===== config.mk =====
export PLATFORM = sky130hd
export DESIGN_NAME = strided_copy
export DESIGN_NICKNAME = d
export VERILOG_FILES = /design/src/copy_cfg_pkg.sv /design/src/copy_types_pkg.sv /design/src/strided_copy.sv /design/src/write_stage.sv /design/src/copy_sequencer.sv /design/src/nested_addr_gen.sv /design/src/req_counter.sv
export SDC_FILE = /design/constraint.sdc
export NUM_CORES = 2
export LEC_CHECK = 0
export ABC_AREA = 1
export BUFFER_PORTS_ARGS = -buffer_cell sky130_fd_sc_hd__buf_2
export CAP_MARGIN = 20
export CORE_AREA = 3 3 583 585
export DETAILED_ROUTE_END_ITERATION = 10
export DIE_AREA = 0 0 586 588
export PLACE_DENSITY = 0.45
export SLEW_MARGIN = 20
export SYNTH_ARGS = -nofsm -noshare
export SYNTH_HDL_FRONTEND = slang
export SYNTH_SLANG_ARGS = --single-unit

===== constraint.sdc =====
create_clock -name clk -period 5.3 [get_ports clk]
set_input_delay 1.06 -clock clk [delete_from_list [all_inputs] [get_ports clk]]
set_output_delay 1.06 -clock clk [all_outputs]
set_load 0.01 [all_outputs]

===== src/copy_cfg_pkg.sv =====
`default_nettype none

package copy_cfg_pkg;

    // byte addressed, wraps at this width
    localparam int ADDR_W = 16;

    // one data word moves per beat
    localparam int DATA_BYTES = 64;
    localparam int DATA_W     = DATA_BYTES * 8;

    // dimensions per address pattern, dim 0 runs fastest
    localparam int NUM_DIMS = 6;

    // request count width unless the top level overrides it
    localparam int REQ_W_DEFAULT = 16;

endpackage : copy_cfg_pkg

`default_nettype wire

===== src/copy_types_pkg.sv =====
`default_nettype none

package copy_types_pkg;

    // base plus size/stride per dimension
    typedef struct packed {
        logic [copy_cfg_pkg::ADDR_W-1:0]                             base;
        logic [copy_cfg_pkg::NUM_DIMS-1:0][copy_cfg_pkg::ADDR_W-1:0] size;
        logic [copy_cfg_pkg::NUM_DIMS-1:0][copy_cfg_pkg::ADDR_W-1:0] stride;
    } addr_pattern_t;

    // read request toward memory
    typedef struct packed {
        logic [copy_cfg_pkg::ADDR_W-1:0] addr;
        logic                            vld;
    } rd_req_t;

    // write beat, no back-pressure
    typedef struct packed {
        logic [copy_cfg_pkg::ADDR_W-1:0] addr;
        logic [copy_cfg_pkg::DATA_W-1:0] data;
        logic                            vld;
    } wr_beat_t;

endpackage : copy_types_pkg

`default_nettype wire


===== src/strided_copy.sv =====
`default_nettype none

module strided_copy #(
    parameter int REQ_W = copy_cfg_pkg::REQ_W_DEFAULT
) (
    input  logic                            clk,
    input  logic                            reset_n,
    input  logic                            init_pulse,
    input  logic [REQ_W-1:0]                areq_num,
    input  copy_types_pkg::addr_pattern_t   rd_pattern,
    input  copy_types_pkg::addr_pattern_t   wr_pattern,
    input  logic [copy_cfg_pkg::DATA_W-1:0] rdata,
    input  logic                            rdata_vld,
    output copy_types_pkg::rd_req_t         rd_req,
    output copy_types_pkg::wr_beat_t        wr,
    output logic                            finish
);

    logic                            rd_step;
    logic [copy_cfg_pkg::ADDR_W-1:0] rd_addr;
    logic                            rd_addr_vld;
    logic [copy_cfg_pkg::ADDR_W-1:0] wr_addr;
    logic                            wr_addr_vld;
    logic                            wr_done;

    copy_sequencer #(.REQ_W(REQ_W)) u_seq (
        .clk
    ,   .reset_n
    ,   .init_pulse
    ,   .areq_num
    ,   .wr_done
    ,   .rd_step
    ,   .finish
    );

    nested_addr_gen u_rd_gen (
        .clk
    ,   .reset_n
    ,   .init_pulse
    ,   .pattern  (rd_pattern)
    ,   .step     (rd_step)
    ,   .addr     (rd_addr)
    ,   .addr_vld (rd_addr_vld)
    );

    assign rd_req = '{addr: rd_addr, vld: rd_addr_vld};

    // one write address per returned word
    nested_addr_gen u_wr_gen (
        .clk
    ,   .reset_n
    ,   .init_pulse
    ,   .pattern  (wr_pattern)
    ,   .step     (rdata_vld)
    ,   .addr     (wr_addr)
    ,   .addr_vld (wr_addr_vld)
    );

    write_stage u_wr_stage (
        .clk
    ,   .reset_n
    ,   .rdata
    ,   .rdata_vld
    ,   .waddr     (wr_addr)
    ,   .waddr_vld (wr_addr_vld)
    ,   .wr
    ,   .wr_done
    );

endmodule : strided_copy

`default_nettype wire


===== src/write_stage.sv =====
`default_nettype none

module write_stage (
    input  logic                            clk,
    input  logic                            reset_n,
    input  logic [copy_cfg_pkg::DATA_W-1:0] rdata,
    input  logic                            rdata_vld,
    input  logic [copy_cfg_pkg::ADDR_W-1:0] waddr,
    input  logic                            waddr_vld,
    output copy_types_pkg::wr_beat_t        wr,
    output logic                            wr_done
);

    logic [copy_cfg_pkg::DATA_W-1:0] data_q;
    logic                            beat_q;    // a word was captured last cycle

    // write addr lags rdata_vld by one cycle, so hold the word
    always_ff @(posedge clk) begin
        if (rdata_vld) data_q <= rdata;
    end

    always_ff @(posedge clk or negedge reset_n) begin
        if (~reset_n) beat_q <= 1'b0;
        else          beat_q <= rdata_vld;
    end

    // both halves are registered, pair them here
    assign wr.addr = waddr;
    assign wr.data = data_q;
    assign wr.vld  = waddr_vld & beat_q;

    assign wr_done = wr.vld;

endmodule : write_stage

`default_nettype wire


===== src/copy_sequencer.sv =====
`default_nettype none

module copy_sequencer #(
    parameter int REQ_W = copy_cfg_pkg::REQ_W_DEFAULT
) (
    input  logic             clk,
    input  logic             reset_n,
    input  logic             init_pulse,
    input  logic [REQ_W-1:0] areq_num,
    input  logic             wr_done,
    output logic             rd_step,
    output logic             finish
);

    typedef enum logic [2:0] {
        S_IDLE  = 3'b001,
        S_ISSUE = 3'b010,
        S_DRAIN = 3'b100
    } state_t;

    state_t           cur_state;
    state_t           nxt_state;
    logic             finish_nxt;
    logic [REQ_W-1:0] limit_q;
    logic             iss_at_limit;
    logic [REQ_W-1:0] wr_count;
    logic             wr_at_limit;
    logic             last_wr;

    always_ff @(posedge clk or negedge reset_n) begin
        if (~reset_n)        limit_q <= '0;
        else if (init_pulse) limit_q <= areq_num;
    end

    // issued reads
    req_counter #(.CNT_W(REQ_W)) u_iss_cnt (
        .clk
    ,   .reset_n
    ,   .clear    (init_pulse)
    ,   .inc      (rd_step)
    ,   .limit    (limit_q)
    ,   .count    ()
    ,   .at_limit (iss_at_limit)
    );

    // completed writes
    req_counter #(.CNT_W(REQ_W)) u_wr_cnt (
        .clk
    ,   .reset_n
    ,   .clear    (init_pulse)
    ,   .inc      (wr_done)
    ,   .limit    (limit_q)
    ,   .count    (wr_count)
    ,   .at_limit (wr_at_limit)
    );

    // beat that brings the write count to the limit
    assign last_wr = wr_done & (wr_count == limit_q - 1'b1);

    assign rd_step = (cur_state == S_ISSUE) & ~iss_at_limit;

    always_comb begin
        nxt_state  = cur_state;
        finish_nxt = 1'b0;
        if (init_pulse) begin
            nxt_state = S_ISSUE;    // restart from any state
        end else begin
            case (cur_state)
                S_ISSUE:
                    if (iss_at_limit & wr_at_limit) begin
                        nxt_state  = S_IDLE;   // zero-length copy
                        finish_nxt = 1'b1;
                    end else if (iss_at_limit) begin
                        nxt_state = S_DRAIN;
                    end
                S_DRAIN:
                    if (last_wr) begin
                        nxt_state  = S_IDLE;
                        finish_nxt = 1'b1;
                    end
                default:
                    nxt_state = S_IDLE;
            endcase
        end
    end

    always_ff @(posedge clk or negedge reset_n) begin
        if (~reset_n) begin
            cur_state <= S_IDLE;
            finish    <= 1'b0;
        end else begin
            cur_state <= nxt_state;
            finish    <= finish_nxt;
        end
    end

endmodule : copy_sequencer

`default_nettype wire


===== src/nested_addr_gen.sv =====
`default_nettype none

module nested_addr_gen (
    input  logic                            clk,
    input  logic                            reset_n,
    input  logic                            init_pulse,
    input  copy_types_pkg::addr_pattern_t   pattern,
    input  logic                            step,
    output logic [copy_cfg_pkg::ADDR_W-1:0] addr,
    output logic                            addr_vld
);

    copy_types_pkg::addr_pattern_t pat_q;
    logic                          armed;    // a pattern has been loaded
    logic                          step_ok;
    logic                          ripple;

    logic [copy_cfg_pkg::NUM_DIMS-1:0][copy_cfg_pkg::ADDR_W-1:0] idx;
    logic [copy_cfg_pkg::NUM_DIMS-1:0][copy_cfg_pkg::ADDR_W-1:0] off;
    logic [copy_cfg_pkg::NUM_DIMS-1:0]                           wrap;
    logic [copy_cfg_pkg::NUM_DIMS-1:0]                           carry;
    logic [copy_cfg_pkg::ADDR_W-1:0]                             off_sum;

    always_ff @(posedge clk) begin
        if (init_pulse) pat_q <= pattern;
    end

    always_ff @(posedge clk or negedge reset_n) begin
        if (~reset_n)        armed <= 1'b0;
        else if (init_pulse) armed <= 1'b1;
    end

    assign step_ok = step & armed;

    // last index of a dim, size 0/1 never moves
    always_comb begin
        for (int d = 0; d < copy_cfg_pkg::NUM_DIMS; d++) begin
            wrap[d] = (pat_q.size[d] <= 1) | (idx[d] == pat_q.size[d] - 1'b1);
        end
    end

    // odometer carry chain from dim 0 up
    always_comb begin
        ripple = step_ok;
        for (int d = 0; d < copy_cfg_pkg::NUM_DIMS; d++) begin
            carry[d] = ripple;
            ripple   = ripple & wrap[d];
        end
    end

    always_comb begin
        off_sum = pat_q.base;
        for (int d = 0; d < copy_cfg_pkg::NUM_DIMS; d++) begin
            off_sum = off_sum + off[d];
        end
    end

    always_ff @(posedge clk or negedge reset_n) begin
        if (~reset_n) begin
            idx <= '0;
            off <= '0;
        end else if (init_pulse) begin
            idx <= '0;
            off <= '0;
        end else begin
            for (int d = 0; d < copy_cfg_pkg::NUM_DIMS; d++) begin
                if (carry[d] & wrap[d]) begin
                    idx[d] <= '0;
                    off[d] <= '0;
                end else if (carry[d]) begin
                    idx[d] <= idx[d] + 1'b1;
                    off[d] <= off[d] + pat_q.stride[d];  // running index*stride
                end
            end
        end
    end

    // address of the current indices, before they advance
    always_ff @(posedge clk) begin
        if (step_ok) addr <= off_sum;
    end

    always_ff @(posedge clk or negedge reset_n) begin
        if (~reset_n)        addr_vld <= 1'b0;
        else if (init_pulse) addr_vld <= 1'b0;
        else                 addr_vld <= step_ok;
    end

endmodule : nested_addr_gen

`default_nettype wire


===== src/req_counter.sv =====
`default_nettype none

module req_counter #(
    parameter int CNT_W = copy_cfg_pkg::REQ_W_DEFAULT
) (
    input  logic             clk,
    input  logic             reset_n,
    input  logic             clear,
    input  logic             inc,
    input  logic [CNT_W-1:0] limit,
    output logic [CNT_W-1:0] count,
    output logic             at_limit
);

    // clear wins over inc
    always_ff @(posedge clk or negedge reset_n) begin
        if (~reset_n) begin
            count <= '0;
        end else if (clear) begin
            count <= '0;
        end else if (inc) begin
            count <= count + 1'b1;
        end
    end

    assign at_limit = (count == limit);

endmodule : req_counter

`default_nettype wire


==> run summary <==
Synth Flop Type - edfxtp_1
worst vdd ir - 0.244 mV
CP cell instances - inv_1 -> fa_1 -> inv_1 -> fa_1 -> inv_1 -> fa_1 -> fa_1 -> inv_1 -> ha_1 -> a21oi_1 -> o21ai_0 -> a21oi_1 -> o21ai_0 -> a21oi_1 -> o21bai_1 -> nand2_1 -> nor2_1 -> nor2_1 -> xor2_1
Layout area overhead - 26.3%
PD cells - 340 nW/um2
first-pass iteration count of the detailed router - 5
synthesized area - 73000 um2
post-cts hold buffer count - 0
PortBufs - 1494
register area share after synthesis - 0.546
asr flop ratio synth - 0.314
Hold Fails Final Rpt - 0
largest family of logic cells by synthesized area - simple AND/OR/NAND/NOR gates
R2R cell count - 19
Num CTS Buffers - 181
RSZ-0062 raised after global routing - false
mux contribution to synthesized area - 0
status - completed
Final TNS setup - 0 ns
Post-Synth Adder-Cell Area - 0.0861
WL final - 390 mm
final max-slew violation count - 0
Simple-Gate Fraction of Synth Area - 0.186
# Post-CTS Setup Buffers - 0
Setup WS pre-CTS - 0.642 ns
clk root buf - clkbuf_16
initial antenna violation count - 198
HPWL Detailed - 324 mm
Synth area leader - edfxtp_1
Post-Synth XOR/XNOR Area - 0.0694
startpoint types - flop
via count - 60700
mean routed wirelength per cell - 28.8 um
Core Region - 336000 um2
min-delay worst type - in -> async
largest net degree at the start of global routing - 127
top post-synthesis cells by area - edfxtp_1, dfrtp_1, nand2_1
crit end category - flop
1st-iter DRT viols - 4717
vias in the first global route - 59600
IO Pins - 1495
max_cap viols - 0
slew margin rel. - 0.300
crit path max fanout - 5
Slew @ Worst Pin - 1.05 ns
Initial Util - 0.217
Pwr Total - 31300 uW
fraction of layout cells with a size suffix above 1 - 0.211
Fillers - 35600
htree depth - 4
synth unique cells - 64
GRT Overall Usage - 0.218
slowest cell delay on critical path - 0.54 ns
Die Area - 345000 um2
post-route cell area - 92200 um2
post_cts resized - 0
Final #Nets - 10200
CTS max path bufs - 4
Warnings, synthesis - 0
static leakage - 0.0408 uW
Die Ht - 588 um
routability cong. - 0.987
Post-synth top cells - nand2_1, edfxtp_1, inv_1
number of flops mapped to enable cells by yosys - 960
arrival time worst endpoint - 5.22 ns
die width - 586 um
CTS tree - done
WS Path Type - reg -> reg
Mapped Nets - 8654
Finished Layout Cells - 13500
clk slew on worst S/H paths - 0.07 ns
min cycle time layout - 4.61 ns
Crit path required time - 5.91 ns
Synth Register Bits - 1400
Site Rows - 213
Worst Skew - 0.0656 ns
Post-route DRC - 0
post-route ant nets - 0
first-pass GRT wire length - 516 mm
final worst setup slack - 0.691 ns
Slowest cell on crit path - fa_1
top-area cell type share of the netlist area - 0.395
grt total ovfl - 0
fin crit share - 0.870
clk sinks - 1400
Fmax - 217 MHz
drt via density - 4.48
final setup violating endpoints - 0
# placed instances - 13100
clk_lat worst skew - 0.88 ns
post-synthesis compound-gate area fraction - 0.0550
Placed Area - 85900 um2
synthesized instance count - 7297
Synth Area per Inst - 10.0 um2
count leader, synth - nand2_1
==> per-layer routing <==
layer,share of wire,track usage,up-vias
li1,-,-,27700
met2,0.47,0.359,2253
met4,0.061,0.113,88
met1,0.40,0.267,30000
met5,0.0016,0.00235,-
met3,0.066,0.0464,612
==> cells in the final DEF (no fill, tap or decap), types with 23 or more instances in the layout <==
cell type  count
nand2_1     1496
buf_2       1491
edfxtp_1     960
inv_1        948
nor2_1       615
nand3_1      469
dfrtp_1      439
xor2_1       376
a21oi_1      261
ha_1         253
o21ai_0      249
nand4_1      241
xnor2_1      195
clkbuf_16    181
fa_1         156
nor3_1       114
diode_2       87
o22ai_1       61
nand3b_1      37
buf_4         37
o21ai_1       35
clkbuf_1      28
clkinv_1      27
clkinv_2      26
o21bai_1      23
or2_2         23
==> cell families after synthesis <==
logic type	after synthesis
AOI/OAI and AO/OA	725
xor gates and xnor gates	574
adders and majority gates	409
buffers and inverters	1087
DFF	1400
and+or+nand+nor	3102
==> flip-flops by register name, summed over array words and instances (netlist names) <==
register	count
u_wr_stage.beat_q	1
u_wr_gen.idx	96
u_wr_gen.pat_q	208
u_wr_gen.addr_vld	1
u_rd_gen.addr_vld	1
u_rd_gen.idx	96
u_seq.u_wr_cnt.count	16
u_seq.finish	1
u_seq.limit_q	16
u_seq.cur_state	3
u_rd_gen.off	96
u_wr_gen.off	96
u_rd_gen.addr	16
u_wr_stage.data_q	512
u_seq.u_iss_cnt.count	16
u_rd_gen.pat_q	208
u_wr_gen.addr	16
u_rd_gen.armed	1
==> cell type report <==
class | instances | area [um2] | area share
multi-input combinational | 4810 | 29000 | 0.314
antenna | 87 | 218 | 0.00236
timing repair buffer | 1541 | 7990 | 0.0866
inverter | 958 | 3600 | 0.0391
sequential | 1400 | 39800 | 0.432
clock buffer | 218 | 4760 | 0.0516
tap | 4407 | 5510 | 0.0598
clock inverter | 113 | 1300 | 0.0141
==> path summary, 6_finish.rpt <==
| check | startpoint | slack (ns) | endpoint |
|---|---|---|---|
| max | u_wr_gen.off[52] | 0.69 | u_wr_gen.addr[15] |
| min | reset_n | 0.17 | u_wr_gen.off[3] |
| max reg2reg | u_wr_gen.off[52] | 0.69 | u_wr_gen.addr[15] |
| min reg2reg | u_wr_gen.off[82] | 0.52 | u_wr_gen.off[82] |
| max in group asynchronous | reset_n | 3.72 | u_rd_gen.off[48] |
| min in group clk | rdata[9] | 0.35 | u_wr_stage.data_q[9] |
==> worst max-delay path, delay by kind of cell (launching register included) <==
family          cells  cell delay [ns]
fa+ha+maj           5             2.38
compound gates      6             0.95
flops               1             0.38
simple gates        3             0.26
buf+inv             4             0.25
xor+xnor            1             0.14
==> power breakdown <==
| group | internal (uW) | switching [uW] |
|---|---|---|
| logic | 1600 | 3420 |
| registers | 12700 | 728 |
| clock network | 7410 | 5480 |
==> per-stage QoR <==
stage,util,hold WS [ns]
2_1_floorplan,-,0.459
3_3_place_gp,0.256,0.500
3_5_place_dp,0.256,0.509
4_1_cts,0.274,0.111
5_1_grt,0.274,0.168
6_report,0.275,0.174
Note: power is estimated with default switching activity, not from simulation.
